==> config.mk <==
export PLATFORM = sky130hd
export DESIGN_NAME = axil_slice_port
export DESIGN_NICKNAME = d
export VERILOG_FILES = /design/src/source/axil_pkg.sv /design/src/source/sram_geom_pkg.sv /design/src/source/axil_slice_port.sv
export SDC_FILE = /design/constraint.sdc
export NUM_CORES = 1
export LEC_CHECK = 0
export ABC_AREA = 1
export BUFFER_PORTS_ARGS = -buffer_cell sky130_fd_sc_hd__buf_4
export CORE_MARGIN = 4
export CORE_UTILIZATION = 40
export CTS_BUF_LIST = sky130_fd_sc_hd__clkbuf_4
export CTS_CLUSTER_DIAMETER = 150
export DETAILED_ROUTE_END_ITERATION = 16
export PLACE_DENSITY = 0.79
export SYNTH_ARGS = -nofsm -noshare
export SYNTH_HDL_FRONTEND = slang
export SYNTH_SLANG_ARGS = --single-unit
==> constraint.sdc <==
create_clock -name CLK -period 4.3 [get_ports CLK]
set_input_delay 1.075 -clock CLK [delete_from_list [all_inputs] [get_ports CLK]]
set_output_delay 1.075 -clock CLK [all_outputs]
set_load 0.01 [all_outputs]
==> src/source/axil_pkg.sv <==
// --------------------
// AXI4-Lite bus constants
// Address bits 2..0 are ignored
// --------------------
package axil_pkg;

  localparam int AXIL_AW = 11;
  localparam int AXIL_DW = 64;

  // Response codes
  localparam logic [1:0] RESP_OKAY = 2'b00;
  localparam logic [1:0] RESP_SLVERR = 2'b10;

  // Bits 4..3 select the slice
  localparam int ADDR_SLICE_LSB = 3;

  // Bits 10..5 select the entry
  localparam int ADDR_ENTRY_LSB = 5;

endpackage

==> src/source/sram_geom_pkg.sv <==
// --------------------
// Geometry of the shared 64 x 98 array
// Entry split into slices of 48, 48 and 2 bits
// --------------------
package sram_geom_pkg;

  // Full entry width
  localparam int ENTRY_W = 98;

  // Slices 0 and 1
  localparam int SLICE_LO_W = 48;

  // Slice 2, the two top bits
  localparam int SLICE_HI_W = 2;

  // Entries in the array
  localparam int DEPTH = 64;

  // Entry address width
  localparam int ENTRY_AW = 6;

  // Valid slice indices 0 to 2
  localparam int SLICE_CNT = 3;
  localparam int SLICE_IW = 2;

endpackage
==> src/source/axil_slice_port.sv <==
// --------------------
// AXI4-Lite slave, one transaction at a time
// WSTRB ignored, a write replaces the whole slice
// Slice index 3 answers SLVERR
// --------------------
`timescale 1ns/100ps

module axil_slice_port #(
  parameter int ENTRY_AW = 6
) (
  input  logic                                 CLK,
  input  logic                                 rst,
  input  logic                                 awvalid,
  output logic                                 awready,
  input  logic [axil_pkg::AXIL_AW-1:0]         awaddr,
  input  logic                                 wvalid,
  output logic                                 wready,
  input  logic [axil_pkg::AXIL_DW-1:0]         wdata,
  input  logic [axil_pkg::AXIL_DW/8-1:0]       wstrb,
  output logic                                 bvalid,
  input  logic                                 bready,
  output logic [1:0]                           bresp,
  input  logic                                 arvalid,
  output logic                                 arready,
  input  logic [axil_pkg::AXIL_AW-1:0]         araddr,
  output logic                                 rvalid,
  input  logic                                 rready,
  output logic [axil_pkg::AXIL_DW-1:0]         rdata,
  output logic [1:0]                           rresp,
  output logic                                 req,
  output logic                                 req_we,
  output logic [ENTRY_AW-1:0]                  req_entry,
  output logic [sram_geom_pkg::SLICE_IW-1:0]   req_slice,
  output logic [sram_geom_pkg::SLICE_LO_W-1:0] req_wdata,
  input  logic                                 gnt,
  input  logic                                 rsp_valid,
  input  logic [axil_pkg::AXIL_DW-1:0]         rsp_data
);

  typedef enum logic [1:0] {
    ST_IDLE,
    ST_REQ,
    ST_WAIT,
    ST_RESP
  } state_t;

  state_t                            state;
  logic                              is_wr;
  logic                              bad;
  logic [1:0]                        resp;
  logic                              wr_acc;
  logic                              rd_acc;
  logic                              done;
  logic [axil_pkg::AXIL_AW-1:0]      acc_addr;
  logic [sram_geom_pkg::SLICE_IW-1:0] acc_slice;

  // Write wins when both channels are valid
  assign wr_acc = (state == ST_IDLE) && awvalid && wvalid;
  assign rd_acc = (state == ST_IDLE) && arvalid && !awvalid && !wvalid;

  assign awready = wr_acc;
  assign wready  = wr_acc;
  assign arready = rd_acc;

  // Address decode of the accepted channel
  assign acc_addr  = wr_acc ? awaddr : araddr;
  assign acc_slice = acc_addr[axil_pkg::ADDR_SLICE_LSB +: sram_geom_pkg::SLICE_IW];

  // Response ready, bad slice skips the array
  assign done = (state == ST_WAIT) && (bad || rsp_valid);

  always_ff @(posedge CLK) begin
    if (rst) begin
      state <= ST_IDLE;
    end else begin
      case (state)
        ST_IDLE: begin
          if (wr_acc || rd_acc) begin
            state <= (acc_slice >= sram_geom_pkg::SLICE_CNT) ? ST_WAIT : ST_REQ;
          end
        end
        ST_REQ: begin
          if (gnt) begin
            state <= ST_WAIT;
          end
        end
        ST_WAIT: begin
          if (done) begin
            state <= ST_RESP;
          end
        end
        default: begin
          // Held until the host takes the response
          if ((is_wr && bready) || (!is_wr && rready)) begin
            state <= ST_IDLE;
          end
        end
      endcase
    end
  end

  // Request payload captured on acceptance
  always_ff @(posedge CLK) begin
    if (wr_acc || rd_acc) begin
      is_wr     <= wr_acc;
      bad       <= (acc_slice >= sram_geom_pkg::SLICE_CNT);
      req_entry <= acc_addr[axil_pkg::ADDR_ENTRY_LSB +: ENTRY_AW];
      req_slice <= acc_slice;
      // Truncated to the slice width
      req_wdata <= wdata[sram_geom_pkg::SLICE_LO_W-1:0];
    end
    if (done) begin
      rdata <= bad ? '0 : rsp_data;
      resp  <= bad ? axil_pkg::RESP_SLVERR : axil_pkg::RESP_OKAY;
    end
  end

  assign req    = (state == ST_REQ);
  assign req_we = is_wr;

  assign bvalid = (state == ST_RESP) && is_wr;
  assign rvalid = (state == ST_RESP) && !is_wr;
  assign bresp  = resp;
  assign rresp  = resp;

  // Payload must hold while waiting for the arbiter
  a_req_stable: assert property (@(posedge CLK) disable iff (rst)
    req && !gnt |=> req && $stable(req_entry) && $stable(req_slice) && $stable(req_wdata));

endmodule

==> results of run 1 <==
[stage by stage]
step | cell area [um2] | util [%] | hold slack [ps] | std cells | power, W
final | 7100 | 62.2 | 669 | 773 | 0.00351
after global routing | 7090 | 62.1 | 652 | 772 | 0.00371
after CTS | 7090 | 62.1 | 663 | 772 | 0.00356
after detailed placement | 6800 | 59.5 | 648 | 740 | 0.00272
after global placement | 6800 | 59.5 | 605 | 740 | 0.00269
after floorplan | 4670 | - | 449 | 341 | 0.00219
[state kept, by name, summed over array words and instances, names as in the netlist]
name and count:
req_entry 6, state 2, rdata 64, req_we 1, req_slice 2, bresp 1
req_wdata 48, bad 1
[power groups by stage]
stage / clock network [W] / logic, W / registers [W]
global placement: 0 / 0.000932 / 0.00176
finish: 0.000837 / 0.000935 / 0.00174
floorplan: 0 / 0.000296 / 0.00189
CTS: 0.000862 / 0.000952 / 0.00174
detailed placement: 0 / 0.000951 / 0.00177
global route: 0.000929 / 0.00102 / 0.00176
[per-layer routing]
layer	vias to the layer above	wire length, um	global-route usage (%)
met1	1537	3810	17.7
met3	18	1620	8.77
met5	-	0	0
met2	199	5670	26.9
met4	0	172	7.27
li1	1637	-	-
[path summary, 6_finish.rpt]
kind         depth (start not counted)             startpoint                       to
max                                  5  state[1]$_SDFFE_PP0P_                  awready
min                                  4  state[1]$_SDFFE_PP0P_    state[1]$_SDFFE_PP0P_
max reg2reg                          4          bad$_DFFE_PP_  rdata[36]$_SDFFCE_PP0P_
min reg2reg                          4  state[1]$_SDFFE_PP0P_    state[1]$_SDFFE_PP0P_
[logic make-up (layout without fill, tap and decap cells)]
group	Yosys count	after routing
adders and majority gates	4	4
other	1	3
AOI/OAI and AO/OA	3	3
buffers and inverters	90	378
and+or+nand+nor	117	117
DFF	125	125
[Yosys cell counts, types with 2 or more instances]
library cell / n
a21oi_1: 2
inv_1: 77
buf_4: 4
edfxtp_1: 123
clkbuf_1: 4
buf_1: 3
nor2_1: 71
nand3_1: 2
nand2_1: 34
nand4_1: 3
dfxtp_1: 2
nand2_4: 2
buf_6: 2
ha_1: 4
[worst max-delay path, cell delays in order, from the launching register on]
cell     delay (ps)
dfxtp_1         360
inv_1           120
ha_1            390
nand3_4         240
inv_1           270
buf_4           180
[area by class of cell]
cell class	instances	area [um2]
Inverter	77	289
Antenna cell	1	2.50
Multi-Input combinational cell	126	576
Clock inverter	15	170
Tap cell	143	179
Timing Repair Buffer	269	2020
Fill cell	898	4320
Clock buffer	17	128
Sequential cell	125	3730
==> run metrics, run 1 <==
status=completed; Synth Area in Adders=1.07%; Hold Buf Count CTS=0; synthesized area=about 4700 um2; port bufs=265; largest family of logic cells by synthesized area=simple AND/OR/NAND/NOR gates; Hold Crit Class=flip-flop to flip-flop; placed wire-length estimate=8830 um; DRC viols=0; final cycle utilization of the critical path=around 73%; Vias=about 3.4k; clk slew on worst S/H paths=around 110 ps; Avg Cell Area, Syn=13.7 um2; Worst setup SP type=flip-flop; pre-CTS setup slack=1410 ps; H-tree depth=4; CTS tree=built; num rows=39; Lkg Pwr=3.33 nW; per-cell routed wire length=14.6 um; final-report max-slew violation count=0; minimum clock period=3140 ps; Routability Congestion=0.813; vias in the first global route=3308; post-synth top area cell=edfxtp_1; core area=11400 um2; DR pass1 iterations=7; largest net degree at the start of global routing=67; maximum vdd drop=293 uV; CTS Root Buffer Type=clkbuf_4; combinational fraction of design power=26.7%; crit path DAT=roughly 2100 ps; ys flop type=edfxtp_1; Synth Warn #=0; NumNets Final=787; top cells by area in the synthesized netlist=edfxtp_1 79%, inv_1 6.2%, nor2_1 5.7%; Clock Skews=between 6 and 7 ps; post-synthesis sequential area ratio=between 80% and 90%; GRT overflow=0; clk_lat worst skew=510 ps; IO Pins=298; Worst Tran Pin Value=794 ps; clk sinks=125; Area Growth Syn to Fin=52.2%; critical path type=flip-flop to primary output; Iteration-0 DRC Markers=207; Tot GR Track Use=16.4%; slack of the critical path=roughly 1200 ps; die area=between 10000 and 15000 um2; most frequent cells in the layout=269 x buf_4, 123 x edfxtp_1, 77 x inv_1, 70 x nor2_1, 33 x nand2_1; Slew Limit Headroom=47.1%; reg-to-reg slack, setup=2120 ps; final setup violation count=0; Fin Setup TNS=0 ps; Synth Area in XOR/XNOR=0%; mux contribution to synthesized area=0%; maxcap violations=0; Initial Util=40.8%; post-synth top area share=between 70% and 80%; CP endpoint kind=primary output; CP max FO=11; Pwr Density=494 nW/um2; Cell variety after synth=21; Final Hold Viols=0; Compound-Gate Fraction of Synth Area=0.322%; cts repair resizes=0; fmax=318 MHz; most common cell after layout, fill and taps aside=buf_4; first-pass GRT wire length=16400 um; total wire length=11300 um; ANT nets after route=0; Sw Pwr=0.00101 W; flops & latches, synth=125; initial antenna violation count=0; RSZ-0062 raised after global routing=false; Clock Power Share=23.9%; Die Y-Extent=116 um; Post-Synth Simple-Gate Area=10.6%; share of flip-flops with an asynchronous set or reset=0%; postcts setup bufs=0; Post-synth EDFFs=between 100 and 150; Critical Path RT=between 3000 and 4000 ps; Die W=between 100 and 150 um; Via density=between 4 and 5; synthesized instance count=340; P_int=0.00250 W; sequential share of power=49.5%; Clock Tree Buf Depth=2; Num CTS Buffers=17; switch share=28.8%; layout cells sized above 1=48.6%
Note: power is estimated with default switching activity, not from simulation.
==> run 2: changes to the inputs <==
--- a/config.mk
+++ b/config.mk
@@ -7,12 +7,12 @@
 export LEC_CHECK = 0
 export ABC_AREA = 1
 export BUFFER_PORTS_ARGS = -buffer_cell sky130_fd_sc_hd__buf_4
-export CORE_MARGIN = 4
-export CORE_UTILIZATION = 40
+export CORE_AREA = 4 4 115 117
 export CTS_BUF_LIST = sky130_fd_sc_hd__clkbuf_4
 export CTS_CLUSTER_DIAMETER = 150
 export DETAILED_ROUTE_END_ITERATION = 16
-export PLACE_DENSITY = 0.79
+export DIE_AREA = 0 0 119 121
+export PLACE_DENSITY = 0.73
 export SYNTH_ARGS = -nofsm -noshare
 export SYNTH_HDL_FRONTEND = slang
 export SYNTH_SLANG_ARGS = --single-unit
==> constraint.sdc (replaced) <==
create_clock -name CLK -period 3.2 [get_ports CLK]
set_input_delay 0.8 -clock CLK [delete_from_list [all_inputs] [get_ports CLK]]
set_output_delay 0.8 -clock CLK [all_outputs]
set_load 0.01 [all_outputs]
==> run metrics, run 2 (synthesis results as in run 1) <==
Final Hold Viols=0; Area Growth Syn to Fin=52.9%; Fin Setup TNS=0 ps; Worst Tran Pin Value=624 ps; switch share=just under 30%; Tot GR Track Use=15.3%; most frequent cells in the layout=266 x buf_4, 123 x edfxtp_1, 77 x inv_1, 70 x nor2_1, 33 x nand2_1; Slew Limit Headroom=58.4%; cts repair resizes=0; port bufs=265; P_int=0.00330 W; NumNets Final=between 700 and 800; IO Pins=298; ANT nets after route=0; per-cell routed wire length=around 14 um; RSZ-0062 raised after global routing=false; maxcap violations=0; Via density=4.17; layout cells sized above 1=48.7%; Hold Buf Count CTS=0; largest net degree at the start of global routing=66; most common cell after layout, fill and taps aside=buf_4; crit path DAT=a little over 2000 ps; placed wire-length estimate=8440 um; DRC viols=0; H-tree depth=4; final cycle utilization of the critical path=between 80% and 90%; final setup violation count=0; Hold Crit Class=primary input to flip-flop; Iteration-0 DRC Markers=274; num rows=41; status=completed; combinational fraction of design power=27.4%; CTS Root Buffer Type=clkbuf_4; Met3 Routed Length=around 1500 um; DR pass1 iterations=4; highest metal used=met4; die area=around 14000 um2; total wire length=~11000 um; Fill cells=slightly below 1k; fmax=350 MHz; WL met1=4090 um; placed cell area=between 6000 and 7000 um2; Clock Power Share=22.7%; Die W=~120 um; core area=12400 um2; Lkg Pwr=3.33 nW; Sw Pwr=0.00137 W; GRT overflow=0; sequential share of power=49.9%; vias in the first global route=approximately 3.4k; Num CTS Buffers=17; Critical Path RT=2400 ps; Vias=about 3.3k; final-report max-slew violation count=0; initial antenna violation count=1; Clock Tree Buf Depth=2; met2 WL=approximately 5300 um; maximum vdd drop=around 350 uV; CP max FO=11; Pwr Total=0.00466 W; Die Y-Extent=121 um; minimum clock period=between 2000 and 3000 ps; Worst setup SP type=flip-flop; clk sinks=125; slack of the critical path=341 ps; Pwr Density=654 nW/um2; clk_lat worst skew=roughly 520 ps; critical path type=flip-flop to primary output; max reg flops=64; postcts setup bufs=0; pre-CTS setup slack=roughly 880 ps; first-pass GRT wire length=16900 um; Biggest register=rdata; clk slew on worst S/H paths=about 120 ps; Initial Util=37.7%; Clock Skews=17.8 ps; Largest regs=rdata: 64 flops, req_wdata: 48 flops, req_entry: 6 flops; post-route cell area=7130 um2; Routability Congestion=0.755; CTS tree=built; CP endpoint kind=primary output
## run 2: cell count changes in the layout (fill, tap and decap cells not counted)
cell,before,now
clkbuf_4,17,18
bufinv_16,3,2
clkinv_4,0,1
clkinv_2,1,2
clkinvlp_4,5,4
buf_12,0,2
buf_4,269,266
clkinv_1,3,2
## run 2: worst paths after layout
path | end | startpoint | slack [ps] | cells past startpoint
worst max register to register | req_wdata[8]$_DFFE_PP_ | state[0]$_SDFFE_PP0P_ | 1180 | 5
worst min-delay path | req_wdata[45]$_DFFE_PP_ | wdata[45] | 450 | 1
worst max-delay path | awready | state[0]$_SDFFE_PP0P_ | 340 | 5
worst min register to register | state[1]$_SDFFE_PP0P_ | state[1]$_SDFFE_PP0P_ | 670 | 4
## run 2: through the flow
| stage | utilization (%) | instances | hold WS (ps) |
|---|---|---|---|
| global route | 57.7 | 801 | 354 |
| CTS | 57.7 | 800 | 375 |
| global placement | 55.4 | 768 | 599 |
| finish | 57.7 | 801 | 447 |
| floorplan | - | 341 | 449 |
| detailed placement | 55.4 | 768 | 662 |
## run 2: critical path: stages, from the launching register on
cell	delay, ps
dfxtp_1	350
inv_1	130
ha_1	400
nand3_4	240
inv_1	270
buf_4	170
## run 2: final cells by class
cell class | count | area [um2] | share of cell area [%]
sequential | 125 | 3730 | 52.4
timing repair buffer | 268 | 2040 | 28.6
multi-input combinational | 126 | 576 | 8.07
antenna | 1 | 2.50 | 0.0351
clock buffer | 18 | 135 | 1.90
inverter | 77 | 289 | 4.05
tap | 172 | 215 | 3.02
clock inverter | 14 | 143 | 2.00
## run 2: power groups by stage
stage	clock [W]	sequential (W)	combinational, W
floorplan	0	0.00254	0.000397
global placement	0	0.00236	0.00127
detailed placement	0	0.00237	0.00130
CTS	0.00110	0.00233	0.00130
global route	0.00118	0.00237	0.00140
finish	0.00106	0.00233	0.00128
## run 2: per-layer routing
metal | vias to the layer above | GRT usage, %
met5 | - | 0
met4 | 0 | 6.95
met3 | 12 | 8.86
met2 | 200 | 23.6
met1 | 1493 | 17.1
li1 | 1633 | -
==> run 3: changes to the inputs <==
--- a/config.mk
+++ b/config.mk
@@ -7,12 +7,14 @@
 export LEC_CHECK = 0
 export ABC_AREA = 1
 export BUFFER_PORTS_ARGS = -buffer_cell sky130_fd_sc_hd__buf_4
-export CORE_AREA = 4 4 115 117
+export CELL_PAD_IN_SITES_DETAIL_PLACEMENT = 0
+export CELL_PAD_IN_SITES_GLOBAL_PLACEMENT = 1
+export CORE_MARGIN = 4
+export CORE_UTILIZATION = 32
 export CTS_BUF_LIST = sky130_fd_sc_hd__clkbuf_4
 export CTS_CLUSTER_DIAMETER = 150
 export DETAILED_ROUTE_END_ITERATION = 16
-export DIE_AREA = 0 0 119 121
-export PLACE_DENSITY = 0.73
+export PLACE_DENSITY_LB_ADDON = 0.1
 export SYNTH_ARGS = -nofsm -noshare
 export SYNTH_HDL_FRONTEND = slang
 export SYNTH_SLANG_ARGS = --single-unit
==> run metrics, run 3 (synthesis results as in run 1) <==
IO Pins=298; CTS tree=built; critical path type=flip-flop to primary output; vias in the first global route=roughly 3.3k; Routability Congestion=approximately 0.73; fmax=around 350 MHz; Final Hold Viols=0; ANT nets after route=0; Hold Path End=req_wdata[4]$_DFFE_PP_; placed wire-length estimate=9350 um; most frequent cells in the layout=266 x buf_4, 123 x edfxtp_1, 77 x inv_1, 70 x nor2_1, 33 x nand2_1; clk sinks=between 100 and 150; Worst setup SP type=flip-flop; Largest regs=rdata: 64 flops, req_wdata: 48 flops, req_entry: 6 flops; CP endpoint kind=primary output; crit path DAT=2060 ps; NumNets Final=786; Initial Util=between 30% and 40%; Hold Crit Class=primary input to flip-flop; minimum clock period=about 2900 ps; Final Util=50.6%; Die Y-Extent=129 um; DR pass1 iterations=4; num rows=43; Area Growth Syn to Fin=52.9%; DRC viols=0; Global Route met3 Usage=5.77%; initial antenna violation count=1; Die W=between 100 and 150 um; Tot GR Track Use=14.3%; final setup violation count=0; Vias=3333; GR Util met2=approximately a quarter; Hold Path Origin=wdata[4]; GRT overflow=0; maximum vdd drop=269 uV; first-pass GRT wire length=roughly 17000 um; clk slew on worst S/H paths=110 ps; final cycle utilization of the critical path=around nine tenths; Fin Setup TNS=0 ps; reg2reg path depth=5; Via density=between 4 and 5; reg-to-reg critical path startpoint=state[1]$_SDFFE_PP0P_; CTS Root Buffer Type=clkbuf_4; H-tree depth=4; met1 capacity usage during global routing=15.4%; Worst Tran Pin Value=679 ps; maxcap violations=0; placed cell area=6860 um2; core area=around 14000 um2; CP max FO=11; per-cell routed wire length=15.3 um; Hold WS=450 ps; cts repair resizes=0; Slew Limit Headroom=54.7%; Pwr Density=653 nW/um2; reg-to-reg critical path endpoint=req_wdata[43]$_DFFE_PP_; final-report max-slew violation count=0; status=completed; most common cell after layout, fill and taps aside=buf_4; largest net degree at the start of global routing=66; busiest grt layer=met2; Biggest register=rdata; clk_lat worst skew=520 ps; hold depth=1; die area=16600 um2; port bufs=265; total wire length=about 12000 um; Clock Tree Buf Depth=2; post-route cell area=7130 um2; Iteration-0 DRC Markers=172; postcts setup bufs=0; RSZ-0062 raised after global routing=false; Hold Buf Count CTS=0; Num CTS Buffers=17; layout cells sized above 1=slightly below 50%; reg-to-reg slack, setup=1050 ps; Clock Skews=17.6 ps; Critical Path RT=2400 ps; max reg flops=64; Lkg Pwr=approximately 3.3 nW; Pwr Total=0.00466 W
[run 3: worst max-delay path, stage by stage, from the launching register on]
cell	delay, ps
dfxtp_1	350
inv_1	120
ha_1	390
nand3_4	230
inv_1	270
buf_4	170
[run 3: area by class of cell]
class,count,area (um2)
repair buffers,268,2040
clock buffers,19,143
diodes,2,5.00
flip-flops and latches,125,3730
inverters,77,289
clock inverters,12,123
fillers,1314,6970
well taps,180,225
multi-input cells,126,576
[run 3: how the worst max path moves through the flow]
| stage | slack (ps) | cells after the start | end | startpoint |
|---|---|---|---|---|
| 4_1_cts | 250 | 5 | awready | state[1]$_SDFFE_PP0P_ |
| 6_report | 340 | 5 | awready | state[1]$_SDFFE_PP0P_ |
| 2_1_floorplan | 250 | 2 | bresp[1]$_DFFE_PP_ | rsp_valid |
| 3_3_place_gp | 890 | 4 | wready | wvalid |
| 3_5_place_dp | 860 | 4 | awready | wvalid |
| 5_1_grt | 80 | 5 | awready | state[1]$_SDFFE_PP0P_ |
[run 3: per-layer routing]
layer / vias to the layer above / share of wire, %
met1: 1540 / 35
met4: 0 / 1.4
met5: - / 0
met3: 12 / 8.4
met2: 144 / 55
li1: 1637 / -
[run 3: through the flow]
step | worst slack, ps | std cells
after detailed placement | 864 | 776
after global placement | 889 | 776
after global routing | 83.9 | 809
final | 339 | 809
after floorplan | 246 | 341
after CTS | 246 | 807
[run 3: report_power, final]
part | switching, W | internal [W] | total (W) | leakage, nW
logic | 0.000689 | 0.000600 | 0.00129 | 2.03
clock network | 0.000570 | 0.000470 | 0.00104 | 0.140
registers | 0.0000986 | 0.00223 | 0.00233 | 1.17
