==> config.mk <==
export PLATFORM = sky130hd
export DESIGN_NAME = ram_arbiter
export DESIGN_NICKNAME = d
export VERILOG_FILES = /design/src/source/axil_pkg.sv /design/src/source/sram_geom_pkg.sv /design/src/source/ram_arbiter.sv
export SDC_FILE = /design/constraint.sdc
export NUM_CORES = 1
export LEC_CHECK = 0
export BUFFER_PORTS_ARGS = -buffer_cell sky130_fd_sc_hd__buf_2
export CORE_AREA = 2 2 189 191
export CTS_CLUSTER_SIZE = 20
export DETAILED_ROUTE_END_ITERATION = 12
export DIE_AREA = 0 0 191 193
export PLACE_DENSITY = 0.47
export SETUP_SLACK_MARGIN = 0.02
export SLEW_MARGIN = 20
export SYNTH_ARGS = -nofsm -noshare
export SYNTH_HDL_FRONTEND = slang
export SYNTH_SLANG_ARGS = --single-unit
==> constraint.sdc <==
create_clock -name CLK -period 6.2 [get_ports CLK]
set_input_delay 1.24 -clock CLK [delete_from_list [all_inputs] [get_ports CLK]]
set_output_delay 1.24 -clock CLK [all_outputs]
set_load 0.05 [all_outputs]
==> src/source/axil_pkg.sv <==
// --------------------
// AXI4-Lite bus constants
// Address bits 2..0 are ignored
// --------------------
package axil_pkg;

  localparam int AXIL_AW = 11;
  localparam int AXIL_DW = 64;

  // Response codes
  localparam logic [1:0] RESP_OKAY = 2'b00;
  localparam logic [1:0] RESP_SLVERR = 2'b10;

  // Bits 4..3 select the slice
  localparam int ADDR_SLICE_LSB = 3;

  // Bits 10..5 select the entry
  localparam int ADDR_ENTRY_LSB = 5;

endpackage

==> src/source/sram_geom_pkg.sv <==
// --------------------
// Geometry of the shared 64 x 98 array
// Entry split into slices of 48, 48 and 2 bits
// --------------------
package sram_geom_pkg;

  // Full entry width
  localparam int ENTRY_W = 98;

  // Slices 0 and 1
  localparam int SLICE_LO_W = 48;

  // Slice 2, the two top bits
  localparam int SLICE_HI_W = 2;

  // Entries in the array
  localparam int DEPTH = 64;

  // Entry address width
  localparam int ENTRY_AW = 6;

  // Valid slice indices 0 to 2
  localparam int SLICE_CNT = 3;
  localparam int SLICE_IW = 2;

endpackage
==> src/source/ram_arbiter.sv <==
// --------------------
// Round-robin arbiter for two ports
// One array access per cycle, response one cycle later
// --------------------
`timescale 1ns/100ps

module ram_arbiter #(
  parameter int ENTRY_AW = 6
) (
  input  logic                                 CLK,
  input  logic                                 rst,
  input  logic                                 req0,
  input  logic                                 req_we0,
  input  logic [ENTRY_AW-1:0]                  req_entry0,
  input  logic [sram_geom_pkg::SLICE_IW-1:0]   req_slice0,
  input  logic [sram_geom_pkg::SLICE_LO_W-1:0] req_wdata0,
  input  logic                                 req1,
  input  logic                                 req_we1,
  input  logic [ENTRY_AW-1:0]                  req_entry1,
  input  logic [sram_geom_pkg::SLICE_IW-1:0]   req_slice1,
  input  logic [sram_geom_pkg::SLICE_LO_W-1:0] req_wdata1,
  output logic                                 gnt0,
  output logic                                 gnt1,
  output logic                                 rsp_valid0,
  output logic                                 rsp_valid1,
  output logic [axil_pkg::AXIL_DW-1:0]         rsp_data,
  output logic [ENTRY_AW-1:0]                  A,
  output logic                                 CEN,
  output logic [sram_geom_pkg::ENTRY_W-1:0]    D,
  output logic                                 GWEN,
  output logic [sram_geom_pkg::ENTRY_W-1:0]    WEN,
  input  logic [sram_geom_pkg::ENTRY_W-1:0]    Q
);

  localparam int LO_W = sram_geom_pkg::SLICE_LO_W;
  localparam int HI_W = sram_geom_pkg::SLICE_HI_W;

  logic                              ptr;
  logic                              any;
  logic                              sel;
  logic                              sel_we;
  logic [sram_geom_pkg::SLICE_IW-1:0] sel_slice;
  logic [LO_W-1:0]                   sel_wdata;
  logic                              rsp_pend;
  logic                              rsp_port;
  logic [sram_geom_pkg::SLICE_IW-1:0] rsp_slice;

  // ptr low favors port 0 on a tie
  assign gnt0 = req0 && (!req1 || !ptr);
  assign gnt1 = req1 && (!req0 || ptr);
  assign any  = gnt0 || gnt1;
  assign sel  = gnt1;

  assign sel_we    = sel ? req_we1 : req_we0;
  assign sel_slice = sel ? req_slice1 : req_slice0;
  assign sel_wdata = sel ? req_wdata1 : req_wdata0;

  // Array controls, active low
  assign A    = sel ? req_entry1 : req_entry0;
  assign CEN  = !any;
  assign GWEN = !(any && sel_we);

  // Winner's data into its slice lane
  always_comb begin
    D   = '0;
    WEN = '1;
    case (sel_slice)
      2'd0: begin
        D[0 +: LO_W]   = sel_wdata;
        WEN[0 +: LO_W] = '0;
      end
      2'd1: begin
        D[LO_W +: LO_W]   = sel_wdata;
        WEN[LO_W +: LO_W] = '0;
      end
      2'd2: begin
        D[2*LO_W +: HI_W]   = sel_wdata[HI_W-1:0];
        WEN[2*LO_W +: HI_W] = '0;
      end
      default: begin
      end
    endcase
  end

  always_ff @(posedge CLK) begin
    if (rst) begin
      ptr      <= 1'b0;
      rsp_pend <= 1'b0;
    end else begin
      rsp_pend <= any;
      // Pointer moves past the winner
      if (any) begin
        ptr <= !sel;
      end
    end
  end

  // Who gets Q in the next cycle
  always_ff @(posedge CLK) begin
    if (any) begin
      rsp_port  <= sel;
      rsp_slice <= sel_slice;
    end
  end

  assign rsp_valid0 = rsp_pend && !rsp_port;
  assign rsp_valid1 = rsp_pend && rsp_port;

  // Selected slice, zero extended to the bus width
  always_comb begin
    rsp_data = '0;
    case (rsp_slice)
      2'd0:    rsp_data[LO_W-1:0] = Q[0 +: LO_W];
      2'd1:    rsp_data[LO_W-1:0] = Q[LO_W +: LO_W];
      2'd2:    rsp_data[HI_W-1:0] = Q[2*LO_W +: HI_W];
      default: rsp_data = '0;
    endcase
  end

  a_gnt_onehot: assert property (@(posedge CLK) disable iff (rst) !(gnt0 && gnt1));

  a_gnt_req: assert property (@(posedge CLK) disable iff (rst)
    (gnt0 |-> req0) and (gnt1 |-> req1));

endmodule

==> results_dict.tcl, run 1 <==
set metrics [dict create \
    port_buffers 471 \
    dp.final_hpwl_um 14510 \
    first_iter_violations 152 \
    fin_util_pct 17.13 \
    finalWirelength_um 17740 \
    numClockSinks 5 \
    post_cts_buffers 0 \
    hold_viol 0 \
    met3_usage_pct 0.8507 \
    cts_buffers 3 \
    critPathLaunchType "input pin" \
    path_class "input pin to primary output" \
    finalCritPeriodShare_pct 69.99 \
    grt_pass1_vias 4323 \
    cts_tree "yes" \
    drv_cap 0 \
    place_area_sq_mm 0.005878 \
    drive_above_1_share_pct 53.23 \
    synth_compound_area_share_pct 1.151 \
    syn_to_final_growth_pct 48.90 \
    core_sq_mm 0.03496 \
    cts_resized 0 \
    yosys_warnings 0 \
    use_met2_pct 15.45 \
    whs_path_depth 1 \
    outcome "finished clean" \
    synth-xor-area-share_pct 0 \
    antenna_found_initial 2 \
    tightest_slew_ns 0.9708 \
    clk_latency_ns 0.23 \
    ant_nets 0 \
    design_area_sq_mm 0.005989 \
    grt-ovfl-total 0 \
    cp_num_cells 6 \
    ys_seq_elements 5 \
    cts_buffer_depth 2 \
    internal-power_uw 336.5 \
    fmaxAchievable_ghz 0.2304 \
    synth_top_family_by_area "multiplexers" \
    clockRootBuffer "clkbuf_16" \
    clk_pin_slew_ns 0.03 \
    boundaryPins 488 \
    power_density_mw_per_mm2 169.6 \
    vias 4897 \
    holdBufCountCts 0 \
    finalCriticalPeriod_ns 4.340 \
    avgSynthCellArea_sq_um 6.912 \
    use_met1_pct 10.26 \
    ff2ff_path_depth 3 \
    slowest_stage "nor2b_4" \
    maxSlewViolCount 0 \
    power_leakage_uw 0.003602 \
    relSlewSlack_pct 35.28 \
    pwr-share-clk_pct 10.4 \
    rows 69 \
    fp.dieH_um 193 \
    vdd_drop_max_uv 110.5 \
    worst_path_largest_cell_delay_ns 0.62 \
    nNetsFinal 1147 \
    synth_cells 582 \
    grt_max_degree 60 \
    cp.arrival_ns 3.10 \
    dr.pass1.iters 4 \
    power_switching_uw 679.4 \
    post-route-drc-count 0 \
    synthAdderAreaFrac_pct 0 \
    hold_path.class "flip-flop to flip-flop" \
    muxShareOfSynthArea_pct 39.32 \
    cp_max_fo 48 \
    synth-simple-area-share_pct 24.60 \
    wl_per_cell_um 12.74 \
    viasPerCell 3.515 \
    synth_cell_types 25 \
    cp_num_buf_inv 4 \
    p_sw_share_pct 66.88 \
    globalplace.congestion 0.7933 \
    cts-htree-levels 1 \
    cp-end-kind "primary output" \
    ys_seq_area_share_pct 3.235 \
    start_util_pct 11.50 \
    grt.total_usage_pct 8.269 \
    grt_pass1_wl_um 24160 \
    die_x_um 191 \
    total_power_uw 1016 \
    share_comb_of_total_power_pct 85.6 \
    cp_cell_sequence "buf_2 -> nor2b_4 -> buf_4 -> mux2i_2 -> buf_4 -> buf_2" \
    setup_viol 0 \
    path_delay_family "buffers and inverters" \
    stdcell_count 1393 \
    worstPathRequired_ns 4.96 \
    synth_area_sq_mm 0.004023 \
    top_usage_layer "met2" \
    place_inst 1386 \
    dieArea_sq_mm 0.03686 \
    rsz0062_at_grt "false" \
    tns_ns 0 \
    p_seq_share_pct 3.9 \
    finClkSkew_ns 0.0002648 \
]
[registers in the layout (all words and copies together) (netlist names)]
name / flops
rsp_slice: 2
ptr: 1
rsp_pend: 1
rsp_port: 1
[worst reg2reg max path: stages (launching register included)]
cell and delay (ns):
dfxtp_1 0.34, o21ai_4 0.25, buf_4 0.75, inv_2 0.13
[power groups by stage]
stage | combinational (uW) | clock (uW) | sequential (uW)
after floorplan | 747 | 0 | 40.5
after global placement | 870 | 0 | 40.5
after detailed placement | 872 | 0 | 40.5
after CTS | 874 | 106 | 40.0
after global routing | 920 | 109 | 40.4
final | 870 | 106 | 40.1
[kinds of logic after synthesis]
group | count (synthesis)
buf+inv | 157
mux | 157
other cells | 1
simple gates | 256
flops | 5
compound gates | 6
[cell usage after synthesis]
master    instances  area (sq um)
buf_2             9         45.04
a211oi_1          1         7.510
nor2_1           50         187.7
conb_1            1         3.750
clkbuf_1          8         30.03
mux2i_1         149          1491
o21ai_1           2         10.01
dfxtp_1           2         40.04
mux2_1            8         90.09
edfxtp_1          3         90.09
a22oi_1           1         7.510
and2b_1           1         7.510
buf_6             6         67.56
a21oi_1           1         5.000
buf_4           119         893.4
inv_2             2         7.510
nor2b_4           1         13.76
and2_1            1         6.260
nor2_2            1         6.260
buf_1             1         3.750
nand2_1         198         743.2
inv_1             1         3.750
buf_12           11         220.2
o21ai_4           1         16.27
nor2b_1           4         25.02
[cells in the final DEF, fill, tap and decap left out, drive strengths merged]
master,netlist,routed
inv,3,3
nor2,51,51
dfxtp,2,2
nor2b,5,5
mux2i,149,149
buf,146,483
a211oi,1,1
o21ai,3,3
and2,1,1
mux2,8,8
edfxtp,3,3
conb,1,16
nand2,198,198
clkbuf,8,4
a22oi,1,1
and2b,1,1
diode,0,2
a21oi,1,1
[worst paths after layout]
check	startpoint	end	slack, ns
worst max-delay path	req_slice0[0]	WEN[92]	1.86
worst max register to register	ptr$_SDFFE_PP0P_	rsp_port$_DFFE_PP_	4.42
worst min-delay path	ptr$_SDFFE_PP0P_	ptr$_SDFFE_PP0P_	0.55
worst min register to register	ptr$_SDFFE_PP0P_	ptr$_SDFFE_PP0P_	0.55
[per-stage QoR]
stage / worst slack, ns / hold slack (ns)
finish: 1.860 / 0.5528
global route: 1.645 / 0.5745
CTS: 1.777 / 0.5492
detailed placement: 1.779 / 0.5411
global placement: 1.780 / 0.5560
floorplan: 0.07350 / 0.5184
[routing by layer]
| metal | part of all wire (%) | vias up |
|---|---|---|
| met5 | 0 | - |
| met4 | 0.90 | 0 |
| met3 | 7.6 | 12 |
| met2 | 50 | 241 |
| met1 | 42 | 2191 |
| li1 | - | 2453 |
[area by class of cell]
class                      instances  area (sq um)
fill                            4054         28980
multi-input combinational        435          2708
timing repair buffer             483          2480
tap                              461         576.8
sequential                         5         130.1
clock buffer                       4         78.83
inverter                           3         11.26
antenna                            2         5.005
(Power assumes the default switching activity.)
==> run 2: changes to the inputs <==
--- a/config.mk
+++ b/config.mk
@@ -6,10 +6,10 @@
 export NUM_CORES = 1
 export LEC_CHECK = 0
 export BUFFER_PORTS_ARGS = -buffer_cell sky130_fd_sc_hd__buf_2
-export CORE_AREA = 2 2 189 191
+export CORE_AREA = 2 2 192 194
 export CTS_CLUSTER_SIZE = 20
 export DETAILED_ROUTE_END_ITERATION = 12
-export DIE_AREA = 0 0 191 193
+export DIE_AREA = 0 0 194 196
 export PLACE_DENSITY = 0.47
 export SETUP_SLACK_MARGIN = 0.02
 export SLEW_MARGIN = 20
==> constraint.sdc (replaced) <==
create_clock -name CLK -period 3.8 [get_ports CLK]
set_input_delay 0.76 -clock CLK [delete_from_list [all_inputs] [get_ports CLK]]
set_output_delay 0.76 -clock CLK [all_outputs]
set_load 0.05 [all_outputs]
==> run 2 against run 1 <==
Sequential power grew 80%. Worst setup slack lost 1.1 ns. Hold slack gained 0.017 ns. Critical path depth grew 1. Highest routed layer is now met5.
==> results_dict.tcl, run 2 (synthesis gave the netlist of run 1 again) <==
set metrics [dict create \
    holdBufCountCts 0 \
    hold_path.class "flip-flop to flip-flop" \
    numClockSinks 5 \
    ant_nets 0 \
    path_class "input pin to primary output" \
    die_x_um 194 \
    internal-power_uw 561.5 \
    finClkSkew_ns 0.001698 \
    design_area_sq_mm 0.006127 \
    syn_to_final_growth_pct 52.32 \
    clockRootBuffer "clkbuf_16" \
    worstPathRequired_ns 3.04 \
    post-route-drc-count 0 \
    grt_pass1_wl_um 26390 \
    vdd_drop_max_uv 116.4 \
    cts_buffer_depth 2 \
    layout_common_cells "471 x buf_2, 198 x nand2_1, 147 x mux2i_1, 49 x nor2_1, 17 x buf_4" \
    pwr-share-clk_pct 10.2 \
    critPathLaunchType "input pin" \
    antenna_found_initial 1 \
    place_area_sq_mm 0.006048 \
    tightest_slew_ns 0.8218 \
    finalCritPeriodShare_pct 80.86 \
    cts_tree "yes" \
    cts_buffers 3 \
    finalCriticalPeriod_ns 3.073 \
    drv_cap 0 \
    cts-htree-levels 1 \
    relSlewSlack_pct 45.21 \
    top_register "rsp_slice" \
    port_buffers 471 \
    setup_viol 0 \
    rows 70 \
    nFillCells 4182 \
    core_sq_mm 0.03608 \
    num_antenna_cells 0 \
    power_density_mw_per_mm2 272.6 \
    maxSlewViolCount 0 \
    grt_max_degree 62 \
    clk_pin_slew_ns 0.03 \
    rsz0062_at_grt "false" \
    wl_per_cell_um 12.85 \
    outcome "finished clean" \
    p_seq_share_pct 4.3 \
    total_power_uw 1671 \
    grt.total_usage_pct 8.617 \
    tns_ns 0 \
    cp-end-kind "primary output" \
    grt_pass1_vias 4693 \
    globalplace.congestion 0.7759 \
    final_common_cell "buf_2" \
    viasPerCell 3.502 \
    post_cts_buffers 0 \
    power_switching_uw 1109 \
    grt-ovfl-total 0 \
    largest_register_ffs 2 \
    fmaxAchievable_ghz 0.3255 \
    vias 4934 \
    start_util_pct 11.15 \
    cp.arrival_ns 2.31 \
    power_leakage_uw 0.003668 \
    dp.final_hpwl_um 15000 \
    fp.dieH_um 196 \
    clk_latency_ns 0.22 \
    cts_resized 0 \
    dieArea_sq_mm 0.03802 \
    drive_above_1_share_pct 53.77 \
    share_comb_of_total_power_pct 85.5 \
    p_sw_share_pct 66.39 \
    nNetsFinal 1158 \
    hold_viol 0 \
    dr.pass1.iters 6 \
    first_iter_violations 123 \
    cp_max_fo 48 \
    boundaryPins 488 \
    finalWirelength_um 18100 \
]
[run 2: critical path, cell delays in order]
cell,delay (ns)
buf_2,0.11
inv_2,0.05
o21ai_4,0.18
buf_12,0.25
mux2i_4,0.26
buf_4,0.31
buf_2,0.33
[run 2: metrics by stage]
| step | setup WS (ns) | hold WS, ns | utilization [%] | cells |
|---|---|---|---|---|
| 6_report | 0.7275 | 0.5702 | 16.98 | 1409 |
| 5_1_grt | 0.5865 | 0.5970 | 16.98 | 1409 |
| 4_1_cts | 0.6775 | 0.5611 | 16.98 | 1409 |
| 3_5_place_dp | 0.6840 | 0.5449 | 16.76 | 1405 |
| 3_3_place_gp | 0.6786 | 0.5421 | 16.76 | 1405 |
| 2_1_floorplan | 0.3752 | 0.5184 | - | 597 |
[run 2: cell type report]
cell class                      instances  area, sq um  share of cell area (%)
Timing Repair Buffer                  494         2605                   42.52
Multi-Input combinational cell        435         2716                   44.33
Clock buffer                            4        78.83                   1.287
Inverter                                3        11.26                  0.1838
Sequential cell                         5        130.1                   2.124
Tap cell                              468        585.6                   9.557
[run 2: power by group through the flow]
stage               Clock [uW]  Combinational (uW)  Sequential [uW]
finish                     170                1430             72.2
global route               176                1510             73.4
CTS                        172                1450             72.7
detailed placement           0                1440             73.4
global placement             0                1440             73.3
floorplan                    0                1210             66.0
[run 2: final timing paths]
check / slack (ns) / from / depth (start not counted) / to
setup / recovery: 0.73 / req0 / 7 / WEN[64]
hold / removal: 0.57 / ptr$_SDFFE_PP0P_ / 1 / ptr$_SDFFE_PP0P_
setup reg to reg: 2.01 / ptr$_SDFFE_PP0P_ / 4 / rsp_slice[0]$_DFFE_PP_
hold reg to reg: 0.57 / ptr$_SDFFE_PP0P_ / 1 / ptr$_SDFFE_PP0P_
[run 2: layer usage]
layer | vias up | routed length, um | track usage [%]
met5 | - | 16 | 0
met4 | 2 | 228 | 1.543
met3 | 10 | 1248 | 1.307
met2 | 246 | 9628 | 17.03
met1 | 2204 | 6982 | 9.727
li1 | 2472 | - | -
==> run 3: changes to the inputs <==
--- a/config.mk
+++ b/config.mk
@@ -6,10 +6,10 @@
 export NUM_CORES = 1
 export LEC_CHECK = 0
 export BUFFER_PORTS_ARGS = -buffer_cell sky130_fd_sc_hd__buf_2
-export CORE_AREA = 2 2 192 194
+export CORE_AREA = 2 2 189 191
 export CTS_CLUSTER_SIZE = 20
 export DETAILED_ROUTE_END_ITERATION = 12
-export DIE_AREA = 0 0 194 196
+export DIE_AREA = 0 0 191 193
 export PLACE_DENSITY = 0.47
 export SETUP_SLACK_MARGIN = 0.02
 export SLEW_MARGIN = 20
==> constraint.sdc (replaced) <==
create_clock -name CLK -period 3.07 [get_ports CLK]
set_input_delay 0.614 -clock CLK [delete_from_list [all_inputs] [get_ports CLK]]
set_output_delay 0.614 -clock CLK [all_outputs]
set_load 0.05 [all_outputs]
==> run 3 against run 2 <==
First-iteration DRC count increased by 15%. Largest cell class unchanged. Largest power group unchanged. Design area is 0.76% lower. Critical path type unchanged. Sequential power increased by 15%. Highest routed layer is now met4. Die area shrank 3.1%. Count of clock-buffer cells in the layout unchanged. Via count shrank 0.28%. Clock power grew 25%.
==> results_dict.tcl, run 3 (synthesis gave the netlist of run 1 again) <==
set metrics [dict create \
    dr.pass1.iters 5 \
    final_common_cell "buf_2" \
    viasPerCell 3.522 \
    post_cts_buffers 0 \
    cp_max_fo 47 \
    globalplace.congestion 0.7896 \
    worstPathRequired_ns 2.46 \
    setup_viol 0 \
    hold_path.class "flip-flop to flip-flop" \
    vdd_drop_max_uv 152.8 \
    tns_ns 0 \
    power_leakage_uw 0.003647 \
    cp-end-kind "primary output" \
    critPathLaunchType "input pin" \
    internal-power_uw 693.0 \
    worst_path_largest_cell_delay_ns 0.30 \
    fp.dieH_um 193 \
    finClkSkew_ns 0.001374 \
    path_class "input pin to primary output" \
    nNetsFinal 1153 \
    cp.arrival_ns 2.03 \
    p_sw_share_pct 66.50 \
    rsz0062_at_grt "false" \
    dp.final_hpwl_um 14400 \
    grt_pass1_wl_um 23780 \
    grt-ovfl-total 0 \
    wl_per_cell_um 12.78 \
    core_sq_mm 0.03496 \
    pwr-share-clk_pct 10.3 \
    grt.total_usage_pct 8.227 \
    slowest_stage "mux2i_4" \
    dieArea_sq_mm 0.03686 \
    holdBufCountCts 0 \
    dp_worst_setup_slack_ns 0.4189 \
    clk_latency_ns 0.23 \
    ff2ff_setup_slack_ns 1.51 \
    clockRootBuffer "clkbuf_16" \
    top_register "rsp_slice" \
    finalWirelength_um 17850 \
    vias 4920 \
    power_switching_uw 1376 \
    grt_pass1_vias 4349 \
    first_iter_violations 142 \
    share_comb_of_total_power_pct 85.7 \
    cts_buffers 3 \
    ant_nets 0 \
    port_buffers 471 \
    p_seq_share_pct 4.0 \
    total_power_uw 2069 \
    drv_cap 0 \
    drive_above_1_share_pct 53.53 \
    layout_common_cells "471 x buf_2, 198 x nand2_1, 147 x mux2i_1, 49 x nor2_1, 16 x conb_1" \
    rows 69 \
    post-route-drc-count 0 \
    num_antenna_cells 0 \
    start_util_pct 11.50 \
    grt_max_degree 59 \
    finalCriticalPeriod_ns 2.645 \
    boundaryPins 488 \
    power_density_mw_per_mm2 340.2 \
    clk_pin_slew_ns 0.03 \
    antenna_found_initial 0 \
    largest_register_ffs 2 \
    die_x_um 191 \
    hold_viol 0 \
    cts_tree "yes" \
    fmaxAchievable_ghz 0.3780 \
    cp_cell_sequence "buf_2 -> inv_2 -> o21ai_4 -> buf_12 -> mux2i_4 -> buf_12 -> buf_2" \
    outcome "finished clean" \
    numClockSinks 5 \
    finalCritPeriodShare_pct 86.17 \
    maxSlewViolCount 0 \
    cts_resized 0 \
    final.setup.worst_slack_ns 0.4246 \
    cts-htree-levels 1 \
    syn_to_final_growth_pct 51.17 \
    cts_buffer_depth 2 \
]
-- run 3: cell count changes in the layout (fill, tap and decap cells not counted) --
cell	previous run	this run
buf_4	17	12
-- run 3: layout make-up --
class | count | area [sq um]
clock buffer | 4 | 78.83
fill | 4068 | 28880
inverter | 3 | 11.26
multi-input combinational | 435 | 2716
sequential | 5 | 130.1
tap | 461 | 576.8
timing repair buffer | 489 | 2567
-- run 3: power by group through the flow --
| stage | clock, uW | combinational [uW] | sequential [uW] |
|---|---|---|---|
| after floorplan | 0 | 1500 | 81.7 |
| after global placement | 0 | 1780 | 84.0 |
| after detailed placement | 0 | 1780 | 84.3 |
| after CTS | 216 | 1790 | 83.4 |
| after global routing | 219 | 1880 | 84.1 |
| final | 213 | 1770 | 83.0 |
-- run 3: final timing paths --
path                          from                      to  cells past startpoint
hold reg to reg   ptr$_SDFFE_PP0P_        ptr$_SDFFE_PP0P_                      1
hold / removal    ptr$_SDFFE_PP0P_        ptr$_SDFFE_PP0P_                      1
setup / recovery              req0                 WEN[50]                      7
setup reg to reg  ptr$_SDFFE_PP0P_  rsp_slice[0]$_DFFE_PP_                      3
-- run 3: critical path, delay by kind of cell --
| kind | cells | cell delay (ns) |
|---|---|---|
| buffers and inverters | 5 | 0.87 |
| AOI/OAI and AO/OA | 1 | 0.20 |
| muxes | 1 | 0.30 |
-- run 3: layer usage --
layer	up-vias	global-route usage (%)	part of all wire, %
li1	2460	-	-
met1	2188	9.163	38
met2	263	16.40	52
met3	9	1.158	9.3
met4	0	1.670	0.71
met5	-	0	0
-- run 3: per-stage QoR --
| step | hold slack (ns) | cells | util (%) | instance area [sq um] |
|---|---|---|---|---|
| floorplan | 0.5184 | 597 | - | 4104 |
| global placement | 0.5402 | 1393 | 17.17 | 6002 |
| detailed placement | 0.5524 | 1393 | 17.17 | 6002 |
| CTS | 0.5569 | 1397 | 17.39 | 6081 |
| global route | 0.5768 | 1397 | 17.39 | 6081 |
| finish | 0.5616 | 1397 | 17.39 | 6081 |
